<file path="src/neoPixelPkg.sv">
package neoPixelPkg;

  // Frame buffer geometry
  localparam int bufferEnd  = 1023;   // Last byte address of the frame buffer
  localparam int bufferBits = 10;     // Address width that reaches bufferEnd
  localparam int regMaxBits = 13;
  localparam int geomBits   = 14;     // Width and height registers, counted from 1

  // Register indexes, decoded from busAddr[3:0]
  localparam logic [3:0] regMaxLo    = 4'd0;
  localparam logic [3:0] regMaxHi    = 4'd1;
  localparam logic [3:0] regCtrl     = 4'd2;
  localparam logic [3:0] regState    = 4'd3;
  localparam logic [3:0] regWidthLo  = 4'd5;
  localparam logic [3:0] regWidthHi  = 4'd6;
  localparam logic [3:0] regHeightLo = 4'd7;
  localparam logic [3:0] regHeightHi = 4'd8;

  // Bit positions inside regCtrl
  localparam int ctrlInit  = 0;
  localparam int ctrlLimit = 1;
  localparam int ctrlRun   = 2;
  localparam int ctrlLoop  = 3;
  localparam int ctrlWide  = 4;   // Set for 32-bit pixels, clear skips every fourth byte

  // Waveform timing in busClk cycles
  localparam int tBit   = 10;
  localparam int tHigh0 = 3;
  localparam int tHigh1 = 7;
  localparam int tLatch = 40;
  localparam int tInit  = 64;

  localparam int encCredits = 2;   // Encoder holding buffer depth

  // Counter widths derived from the values above
  localparam int phaseBits  = $clog2(tBit);
  localparam int latchBits  = $clog2(tLatch);
  localparam int initBits   = $clog2(tInit);
  localparam int creditBits = $clog2(encCredits + 1);

endpackage

</file>
<file path="src/bitEncoder.sv">
`timescale 1ns/1ns

module bitEncoder
  import neoPixelPkg::*;
(
  input  logic       busClk,
  input  logic       rst,

  input  logic       byteValid,
  input  logic [7:0] byteIn,
  output logic       creditReturn,

  input  logic       initSlow,
  output logic       initSlowDone,

  output logic       dout
);

  logic [7:0]            holdBuf [encCredits];
  logic                  headPtr;
  logic                  tailPtr;
  logic [creditBits-1:0] countQ;
  logic [phaseBits-1:0]  bitPhase;
  logic [2:0]            bitIx;     // MSB goes out first
  logic [phaseBits-1:0]  highTime;
  logic                  bitLast;
  logic                  pop;
  logic [initBits-1:0]   initCnt;
  logic                  initFinished;

  assign tailPtr  = headPtr ^ countQ[0];
  assign highTime = holdBuf[headPtr][bitIx] ? phaseBits'(tHigh1) : phaseBits'(tHigh0);
  assign bitLast  = bitPhase == phaseBits'(tBit - 1);

  // During init the held bytes are flushed one per cycle instead of sent
  assign pop = countQ != '0 && (initSlow || (bitLast && bitIx == 3'd0));

  always_ff @(posedge busClk) begin
    if (byteValid) begin
      holdBuf[tailPtr] <= byteIn;
    end
  end

  always_ff @(posedge busClk) begin
    if (rst) begin
      headPtr      <= 1'b0;
      countQ       <= '0;
      bitPhase     <= '0;
      bitIx        <= 3'd7;
      creditReturn <= 1'b0;
      dout         <= 1'b0;
      initCnt      <= '0;
      initFinished <= 1'b0;
      initSlowDone <= 1'b0;
    end else begin
      creditReturn <= pop;   // One credit per finished byte
      countQ       <= countQ + creditBits'(byteValid) - creditBits'(pop);
      if (pop) headPtr <= ~headPtr;

      if (initSlow || countQ == '0) begin
        bitPhase <= '0;
        bitIx    <= 3'd7;
      end else if (bitLast) begin
        bitPhase <= '0;
        bitIx    <= bitIx - 3'd1;   // Wraps to 7 for the next byte
      end else begin
        bitPhase <= bitPhase + 1'b1;
      end

      dout <= !initSlow && countQ != '0 && bitPhase < highTime;

      // Slow reset timer, armed again only once initSlow drops
      initSlowDone <= 1'b0;
      if (!initSlow) begin
        initCnt      <= '0;
        initFinished <= 1'b0;
      end else if (!initFinished) begin
        if (initCnt == initBits'(tInit - 1)) begin
          initSlowDone <= 1'b1;
          initFinished <= 1'b1;
        end else begin
          initCnt <= initCnt + 1'b1;
        end
      end
    end
  end

  // The streamer must run out of credits before the buffer overflows
  assert property (@(posedge busClk) disable iff (rst)
    (countQ == creditBits'(encCredits)) |-> !byteValid)
    else $error("Byte arrived while the holding buffer is full");

endmodule

</file>
<file path="config.mk">
export PLATFORM = sky130hd
export DESIGN_NAME = bitEncoder
export DESIGN_NICKNAME = d
export VERILOG_FILES = /design/src/neoPixelPkg.sv /design/src/bitEncoder.sv
export SDC_FILE = /design/constraint.sdc
export NUM_CORES = 1
export LEC_CHECK = 0
export ABC_AREA = 1
export BUFFER_PORTS_ARGS = -buffer_cell sky130_fd_sc_hd__buf_2
export CORE_ASPECT_RATIO = 2
export CORE_MARGIN = 5
export CORE_UTILIZATION = 60
export CTS_BUF_LIST = sky130_fd_sc_hd__clkbuf_4
export CTS_CLUSTER_SIZE = 28
export DETAILED_ROUTE_END_ITERATION = 7
export GPL_ROUTABILITY_DRIVEN = 0
export GPL_TIMING_DRIVEN = 0
export PLACE_DENSITY = 0.8
export SETUP_SLACK_MARGIN = 0.3
export SYNTH_ARGS = -nofsm -noshare
export SYNTH_HDL_FRONTEND = slang
export SYNTH_SLANG_ARGS = --single-unit
</file>
<file path="constraint.sdc">
create_clock -name busClk -period 2.3 [get_ports busClk]
set_input_delay 0 -clock busClk [delete_from_list [all_inputs] [get_ports busClk]]
set_output_delay 0 -clock busClk [all_outputs]
set_load 0.005 [all_outputs]
</file>
==> run summary <==
WL per Instance - 11.93 um
Worst EP arrival - 2.11 ns
Synth area leaders - edfxtp_1 (29%), dfxtp_1 (26%), nand2_1 (9.2%)
die width - 46.92 um
root buffer cell - clkbuf_4
status - finished clean
PD cells - 801.4 nW/um^2
reg2reg start - bitPhase[0]
Slew HR - 57.40%
r2r endpoint - countQ[1]
ratio of cells with drive above 1 in the final layout - 22.07%
Final setup viols - 0
Vias per Instance - 5.084
# DRC - 0
synthesized area per cell - 8.792 sq um
unrepaired setup endpoints after global routing - false
GR Util met3 - 3.672%
Clk Latency, worst-skew pair - 0.32 ns
top post-synthesis cells by count - nand2_1 (40), inv_1 (35), dfxtp_1 (21)
first-pass GRT wire length - 5388 um
row count - 26
most common cell in the synthesized netlist - nand2_1
worst-margin pin slew - 0.6366 ns
# H-tree levels - 2
Clock transition at path regs - 0.11 ns
initial antenna violation count - 0
Post-synth ARST share - 0%
Congestion Overflow GR - 0
vias in the first global route - 1,375
Detailed Place HPWL - 2239 um
Area Growth Syn to Fin - 21.12%
pin count of the biggest net entering global routing - 12
Inserted Clock Buffers - 5
M1 GR Usage - 18.23%
clock sinks - 37
Pleak - 0.0009235 uW
Hold Path Class - input port to register
GRT Max-Usage Layer - met2
Slowest cell on crit path - dfxtp_4
core area - 2603 sq um
post-route clock period utilization - 79.88%
Die ar. - 3933 sq um
Synth top area share - 29.38%
sequential-to-total area share from yosys stat - 55.09%
Worst setup endpoint - countQ[1]
Comb pwr share - 25.3%
CTS tree - done
DRT Pass-1 Iters - 4
cells along the critical path - ha_4 -> nand2_2 -> nor2_4 -> nand3_2 -> nand2_2 -> nand2_2 -> inv_2 -> ha_1 -> inv_1 -> ha_2 -> xnor2_2 -> o21ai_1 -> a21oi_1
number of vias in the routed layout - 1,271
# IOs - 15
worst reg-to-reg path cell count - 13
number of enable flip-flop cells after synthesis - 16
Synth Cell Area - 1635 sq um
Ys Warns - 0
Critical Path Most Common Cell - nand2_2
Worst R2R Setup Slack - 0.46 ns
setup TNS - 0 ns
Syn Nets - 206
Slew Limit Fails - 0
Switching Fraction - 29.81%
Netlist cell types - 21
switching power total - 473.2 uW
crit-path max FO - 4
worst setup path startpoint - bitPhase[0]
Worst setup EP type - register
worst-case clock buffer depth - 2
Max Freq - 0.5443 GHz
DRT Wirelength - 2982 um
Period minus WS final - 1.837 ns
Most used DFF post-synth - dfxtp_1
max incr delay on CP - 0.39 ns
Worst Setup Start Kind - register
FF+latch count, synth - 37
Initial DRC Count - 13
Starting Density - 62.84%
maxcap violations - 0
maximum vdd drop - 610.2 uV
Post-Syn Instances - 186
clock skew - 0.009872 ns
sequential share of power - 53.4%
final instance area - 1981 sq um
Pint - 1114 uW
WS Path Type - register to register
M2 GR Usage - 32.71%
Final #Nets - 241
Die Span Y - 83.83 um
Ant. Diodes - 0
Critical Path RT - 2.57 ns
final hold viol count - 0
post-route ant nets - 0
Clk network pwr share - 21.3%
placed cell areas - 1740 sq um
port bufs - 14
GRT Overall Usage - 18.07%
most area-hungry cell type in the Yosys netlist - edfxtp_1
==> power by group through the flow <==
stage,logic [uW],registers (uW),clock network (uW)
after floorplan,271,857,0
after global placement,333,861,0
after detailed placement,357,864,0
after CTS,370,849,346
after global routing,478,860,382
final,402,848,338
==> cell families after synthesis <==
kind of cell / synth area share, %
XOR/XNOR: 2.678
AND/OR/NAND/NOR: 22.34
adder cells (fa/ha/maj): 6.121
flip-flops: 55.09
AO/OA/AOI/OAI: 5.050
buffers and inverters: 8.722
==> worst min path at each step <==
stage,slack (ns),cells past startpoint,from,endpoint
finish,0.05,4,byteValid,countQ[0]
global placement,0.19,1,byteIn[7],holdBuf[0][7]
detailed placement,0.19,1,byteIn[2],holdBuf[1][2]
CTS,0.01,4,byteValid,countQ[0]
floorplan,0.07,1,rst,countQ[0]
global route,0.08,5,initSlow,bitIx[2]
==> final cells by class <==
type | instances | area [sq um]
Multi-Input combinational cell | 112 | 634.4
Inverter | 36 | 137.6
Clock buffer | 7 | 52.55
Fill cell | 171 | 621.8
Timing Repair Buffer | 28 | 197.7
Buffer | 1 | 5.005
Sequential cell | 37 | 913.4
Clock inverter | 1 | 5.005
Tap cell | 28 | 35.03
==> worst max-delay path: cells and delay by family, from the launching register on <==
kind                       cells  cell delay, ns
adders and majority gates      3            0.52
and+or+nand+nor                5            0.43
DFF                            1            0.39
AOI/OAI and AO/OA              2            0.19
xor gates and xnor gates       1            0.12
buffers and inverters          2            0.11
==> through the flow <==
stage	setup WS (ns)	hold slack [ns]	total power, uW	utilization (%)	instances
final	0.4628	0.04519	1587	76.11	250
after global routing	0.2808	0.08343	1720	76.11	250
after CTS	0.3078	0.01472	1564	72.69	245
after detailed placement	0.2244	0.1939	1221	66.88	228
after global placement	0.2552	0.1897	1194	66.88	228
after floorplan	0.4741	0.07122	1128	-	186
==> what timing repair did <==
action,in CTS,in global routing
endpoints found under the setup margin,1,2
pin swaps,0,4
hold buffers,9,0
gates resized for setup,3,18
setup buffers,0,5
endpoints found under the hold margin,20,0
==> flip-flops by register name (all words and copies together), names as in the netlist, named ones only <==
| signal | flops |
|---|---|
| holdBuf | 16 |
| initCnt | 6 |
| bitPhase | 4 |
| bitIx | 3 |
| countQ | 2 |
| creditReturn | 1 |
| dout | 1 |
| headPtr | 1 |
| initFinished | 1 |
| initSlowDone | 1 |
==> cells in the final DEF, fill, tap and decap left out, drive strengths merged, types with 4 or more instances in the layout <==
cell type	netlist	layout
a21oi	8	8
buf	1	20
clkbuf	0	7
dfxtp	21	21
dlygate4sd3	0	9
edfxtp	16	16
ha	8	8
inv	36	36
nand2	42	42
nand3	19	19
nor2	21	21
o21ai	4	4
==> routing by layer <==
layer	vias up	wire length (um)
li1	652	-
met4	0	69
met1	591	1047
met5	-	0
met2	19	1798
met3	9	67
(Power assumes the default switching activity.)
