$ cat src/neoPixelPkg.sv
package neoPixelPkg;

  // Frame buffer geometry
  localparam int bufferEnd  = 1023;   // Last byte address of the frame buffer
  localparam int bufferBits = 10;     // Address width that reaches bufferEnd
  localparam int regMaxBits = 13;
  localparam int geomBits   = 14;     // Width and height registers, counted from 1

  // Register indexes, decoded from busAddr[3:0]
  localparam logic [3:0] regMaxLo    = 4'd0;
  localparam logic [3:0] regMaxHi    = 4'd1;
  localparam logic [3:0] regCtrl     = 4'd2;
  localparam logic [3:0] regState    = 4'd3;
  localparam logic [3:0] regWidthLo  = 4'd5;
  localparam logic [3:0] regWidthHi  = 4'd6;
  localparam logic [3:0] regHeightLo = 4'd7;
  localparam logic [3:0] regHeightHi = 4'd8;

  // Bit positions inside regCtrl
  localparam int ctrlInit  = 0;
  localparam int ctrlLimit = 1;
  localparam int ctrlRun   = 2;
  localparam int ctrlLoop  = 3;
  localparam int ctrlWide  = 4;   // Set for 32-bit pixels, clear skips every fourth byte

  // Waveform timing in busClk cycles
  localparam int tBit   = 10;
  localparam int tHigh0 = 3;
  localparam int tHigh1 = 7;
  localparam int tLatch = 40;
  localparam int tInit  = 64;

  localparam int encCredits = 2;   // Encoder holding buffer depth

  // Counter widths derived from the values above
  localparam int phaseBits  = $clog2(tBit);
  localparam int latchBits  = $clog2(tLatch);
  localparam int initBits   = $clog2(tInit);
  localparam int creditBits = $clog2(encCredits + 1);

endpackage

$ cat src/pixelStreamer.sv
`timescale 1ns/1ns

module pixelStreamer
  import neoPixelPkg::*;
(
  input  logic                  busClk,
  input  logic                  rst,

  input  logic [regMaxBits-1:0] regMax,
  input  logic                  regCtrlLimit,
  input  logic                  regCtrlRun,
  input  logic                  regCtrl32bit,

  output logic [bufferBits-1:0] pixelIx,
  output logic                  byteValid,
  input  logic                  creditReturn,

  output logic                  busy,
  output logic                  streamSyncOf
);

  typedef enum logic [1:0] {
    stIdle,
    stFetch,   // Issue reads while credits last
    stDrain,   // Wait for the encoder to finish every held byte
    stLatch    // Low gap that ends the frame
  } stateType;

  stateType              stateQ;
  logic [bufferBits-1:0] ixQ;
  logic [bufferBits-1:0] lastIx;
  logic [creditBits-1:0] creditsQ;
  logic [latchBits-1:0]  latchCnt;
  logic                  skipByte;
  logic                  lastByte;
  logic                  advance;
  logic                  issue;

  // Frame length, clamped to the buffer when regMax points past its end
  always_comb begin
    if (regCtrlLimit && regMax <= regMaxBits'(bufferEnd)) begin
      lastIx = regMax[bufferBits-1:0];
    end else begin
      lastIx = bufferBits'(bufferEnd);
    end
  end

  assign skipByte = !regCtrl32bit && ixQ[1:0] == 2'b11;   // Alpha byte in 24-bit mode
  assign lastByte = ixQ == lastIx;

  // A skipped byte moves on without a credit
  assign advance = stateQ == stFetch && (skipByte || creditsQ != '0);
  assign issue   = advance && !skipByte;

  assign pixelIx = ixQ;
  assign busy    = stateQ != stIdle;

  // Combinational so run is updated on the same edge that returns to idle
  assign streamSyncOf = stateQ == stLatch && latchCnt == latchBits'(tLatch - 1);

  always_ff @(posedge busClk) begin
    if (rst) begin
      stateQ    <= stIdle;
      ixQ       <= '0;
      creditsQ  <= creditBits'(encCredits);
      latchCnt  <= '0;
      byteValid <= 1'b0;
    end else begin
      byteValid <= issue;   // RAM data lands one cycle after the index
      creditsQ  <= creditsQ - creditBits'(issue) + creditBits'(creditReturn);

      case (stateQ)
        stIdle: begin
          if (regCtrlRun) begin
            ixQ    <= '0;
            stateQ <= stFetch;
          end
        end
        stFetch: begin
          if (advance) begin
            if (lastByte) begin
              stateQ <= stDrain;
            end else begin
              ixQ <= ixQ + 1'b1;
            end
          end
        end
        stDrain: begin
          latchCnt <= '0;
          if (creditsQ == creditBits'(encCredits)) begin
            stateQ <= stLatch;   // Every byte has left the encoder
          end
        end
        stLatch: begin
          if (streamSyncOf) begin
            stateQ <= stIdle;
          end else begin
            latchCnt <= latchCnt + 1'b1;
          end
        end
        default: stateQ <= stIdle;
      endcase
    end
  end

  // The encoder never hands back more credits than it was given
  assert property (@(posedge busClk) disable iff (rst)
    (creditsQ == creditBits'(encCredits)) |-> !creditReturn)
    else $error("Credit returned while the streamer already holds them all");

endmodule

$ cat config.mk
export PLATFORM = sky130hd
export DESIGN_NAME = pixelStreamer
export DESIGN_NICKNAME = d
export VERILOG_FILES = /design/src/neoPixelPkg.sv /design/src/pixelStreamer.sv
export SDC_FILE = /design/constraint.sdc
export NUM_CORES = 1
export LEC_CHECK = 0
export ABC_CLOCK_PERIOD_IN_PS = 2500
export BUFFER_PORTS_ARGS = -buffer_cell sky130_fd_sc_hd__buf_2
export CAP_MARGIN = 10
export CORE_UTILIZATION = 50
export CTS_CLUSTER_DIAMETER = 80
export DETAILED_ROUTE_END_ITERATION = 10
export GPL_TIMING_DRIVEN = 0
export PLACE_DENSITY = 0.74
export SLEW_MARGIN = 20
export SYNTH_ARGS = -nofsm -noshare
export SYNTH_HDL_FRONTEND = slang
export SYNTH_SLANG_ARGS = --single-unit
$ cat constraint.sdc
create_clock -name busClk -period 2.5 [get_ports busClk]
set_input_delay 0.375 -clock busClk [delete_from_list [all_inputs] [get_ports busClk]]
set_output_delay 0.375 -clock busClk [all_outputs]
set_load 0.05 [all_outputs]
==> key figures <==
Floorplan
  – # rows: 19
  – Chip height: 56.8 um
  – Total core area: 2810 um2
  – DIE AREA: about 3200 um2
  – # IOs: 32
  – Die width: 56.8 um
  – Initial core utilization: 0.536

Status
  – Failing checks: DRC
  – Status: finished, violations left

Synth
  – Post-synth cell types: 48
  – FFs w/ async S/R, synth: 0
  – Synth Net Count: 214
  – Top_reg_cell synth: dfxtp_1
  – Synthesized netlist cell count: 187
  – Cell area after synthesis: around 1500 um2
  – #FFs+latches synth: 21
  – Synth Warn #: 0
  – Number of flops mapped to enable cells by yosys: 0
  – Avg Cell Area, Syn: 8.04 um2
  – Post-synthesis sequential area ratio: 0.280

Global route
  – Busiest grt layer: met2
  – Antenna violations before repair: 0
  – Vias in the first global route: 1456
  – Met2 Use GR: 0.412
  – First-pass GRT wire length: 6140 um
  – Largest net degree at the start of global routing: 13
  – Met1 Use GR: 0.295
  – Met3 Track Usage GR: 0.0484
  – Grt total ovfl: 0
  – All-Layer GR Usage: 0.237

STA
  – Max Clock Skew: about 2.8 ps
  – Final Hold Fails: 0
  – # setup viols final: 0
  – Worst-margin pin slew: 502 ps
  – RSZ-0062 raised after global routing: no
  – Achievable Freq: approximately 430 MHz
  – Final min period: 2320 ps
  – Period Utilization, post-route: 0.928
  – Slew Limit Fails: 0
  – Rel. slew slack: 0.664
  – Final setup margin: between 150 and 200 ps
  – Setup tns final: 0 ps

Drt
  – DR vias: 1512
  – Drt initial violations: 72
  – Initial DRT Pass Iterations: 7
  – Drt wl/cell: 13.4 um
  – DRC violations left: 2
  – Routed WL: 3400 um
  – Vias per std cell: 5.98
  – Final ANT Viol Nets: 0

Critical path
  – Reg-to-reg startpoint: pixelIx[3]
  – Arrival @ worst endpoint: 2530 ps
  – Reg-to-reg slack, setup: around 210 ps
  – R2R cell count: 9
  – Worst setup EP type: register
  – Critical Path RT: 2710 ps
  – Worst reg2reg endpoint: pixelIx[1]
  – Critical path fanouts, max: 10
  – Type of origin of the critical path: input port
  – Kind of critical path: in -> reg

Min path
  – Hold EP: creditsQ[0]
  – Hold Crit Class: in -> reg
  – WHS Path Cells: 3
  – Hold_sp: creditReturn

Cells and area
  – Most common cell after layout, fill and taps aside: buf_2
  – Layout Utilization: 0.618
  – Layout Area Growth over Synthesis: 15.3%
  – Ant diodes: 0
  – Final #Nets: 250
  – Layout cells sized above 1: 0.216
  – Most used cells in the layout excluding fill and tap cells: buf_2 (31), nand2_1 (23), dfxtp_1 (21)

Pwr
  – Total power: 0.00111 W
  – Pwr dens: 639 nW/um2
  – Leak: 0.753 nW
  – Worst VDD drop: 0.000593 V

Clock tree
  – CTS max path bufs: 2
  – Clk slew on worst S/H paths: 120 ps
  – Clk Latency, worst-skew pair: 310 ps
  – CTS Sinks: 21
  – CTS buffer count: 3
  – CTS tree: built
  – CTS root buffer: clkbuf_4
  – H-tree depth: 1
  – # hold bufs at CTS: 0

Placed design
  – Buffers added on ports: 31
  – GPL Wtd Cong: 0.914
  – Placed wire-length estimate: 2640 um
  – Setup WS pre-CTS: -192 ps

Run
  – Max-cap violations: 0
==> per-stage QoR <==
stage                     hold slack (ps)  std cells  instance area (um2)
after floorplan                       468        187                 1500
final                                 394        253                 1730
after global placement                481        249                 1700
after global routing                  416        253                 1730
after detailed placement              510        249                 1700
after CTS                             403        253                 1720
==> timing repair <==
item                                    4_1_cts  5_1_grt
buffers inserted                              0        0
endpoints found under the setup margin        0        1
gates resized for setup                       0        1
==> power by group <==
| group | total [W] | leakage, nW | internal, W | switching (W) |
|---|---|---|---|---|
| clock | 0.000173 | 0.0177 | 0.0000598 | 0.000113 |
| combinational | 0.000518 | 0.565 | 0.000187 | 0.000331 |
| sequential | 0.000418 | 0.170 | 0.000376 | 0.0000414 |
| total | 0.00111 | 0.753 | 0.000623 | 0.000486 |
==> critical path: stages <==
cell,delay (ps)
buf_2,90
or4b_4,540
buf_6,160
o21ai_2,140
o211ai_2,160
nor4_4,340
and2_1,190
buf_6,130
nor4_1,50
a311o_1,340
==> per-layer routing <==
metal | vias to the layer above | part of all wire
li1 | 750 | -
met1 | 720 | 0.46
met2 | 38 | 0.48
met3 | 4 | 0.046
met4 | 0 | 0.0080
met5 | - | 0
==> layout make-up <==
type                       count  area, um2
buffer                         9       48.8
clock buffer                   3       22.5
clock inverter                 1       5.00
fill                         277       1070
inverter                       8       30.0
multi-input combinational    149       1010
sequential                    21        420
tap                           31       38.8
timing repair buffer          31        155
==> kinds of logic (layout without fill, tap and decap cells) <==
| group | after synthesis | in the layout | share of synthesized area |
|---|---|---|---|
| buffers and inverters | 17 | 52 | 0.0525 |
| DFF | 21 | 21 | 0.280 |
| and+or+nand+nor | 87 | 87 | 0.330 |
| xor gates and xnor gates | 9 | 9 | 0.0525 |
| muxes | 2 | 2 | 0.0133 |
| AOI/OAI and AO/OA | 43 | 43 | 0.206 |
| adders and majority gates | 8 | 8 | 0.0666 |
==> cell usage after synthesis (2+ instances only) <==
cell type | count | area share
dfxtp_1 | 21 | 0.28
inv_1 | 8 | 0.020
nand4_1 | 4 | 0.017
a31oi_1 | 4 | 0.017
ha_1 | 8 | 0.067
o31ai_1 | 2 | 0.010
nor4bb_1 | 2 | 0.013
nor3_1 | 4 | 0.013
xnor2_1 | 4 | 0.023
nor2_1 | 13 | 0.032
nor3b_1 | 2 | 0.010
clkbuf_1 | 7 | 0.017
o21a_1 | 2 | 0.010
and3_1 | 2 | 0.0083
buf_6 | 2 | 0.015
nand3_1 | 10 | 0.033
a2111oi_0 | 2 | 0.012
nor2b_1 | 4 | 0.017
a21o_1 | 2 | 0.010
nand2b_1 | 4 | 0.017
or4_1 | 3 | 0.015
o211ai_1 | 6 | 0.030
o21ai_2 | 3 | 0.017
mux2i_1 | 2 | 0.013
and2_1 | 3 | 0.012
a21oi_1 | 12 | 0.040
xor2_1 | 5 | 0.029
nor4_1 | 2 | 0.0083
o22a_2 | 2 | 0.013
and3b_1 | 2 | 0.012
nand2_1 | 23 | 0.057
==> sequential cells by signal (all words and copies together) (netlist names) <==
| signal | count |
|---|---|
| byteValid | 1 |
| latchCnt | 6 |
| stateQ | 2 |
| creditsQ | 2 |
| pixelIx | 10 |
==> worst max path at each step <==
stage / from / endpoint / cells after the start
floorplan: pixelIx[3] / pixelIx[1] / 9
global placement: regMax[11] / pixelIx[1] / 10
global route: pixelIx[3] / stateQ[0] / 8
finish: regMax[11] / pixelIx[1] / 10
CTS: regMax[11] / pixelIx[1] / 10
detailed placement: regMax[11] / pixelIx[1] / 10
Note: power is estimated with default switching activity, not from simulation.
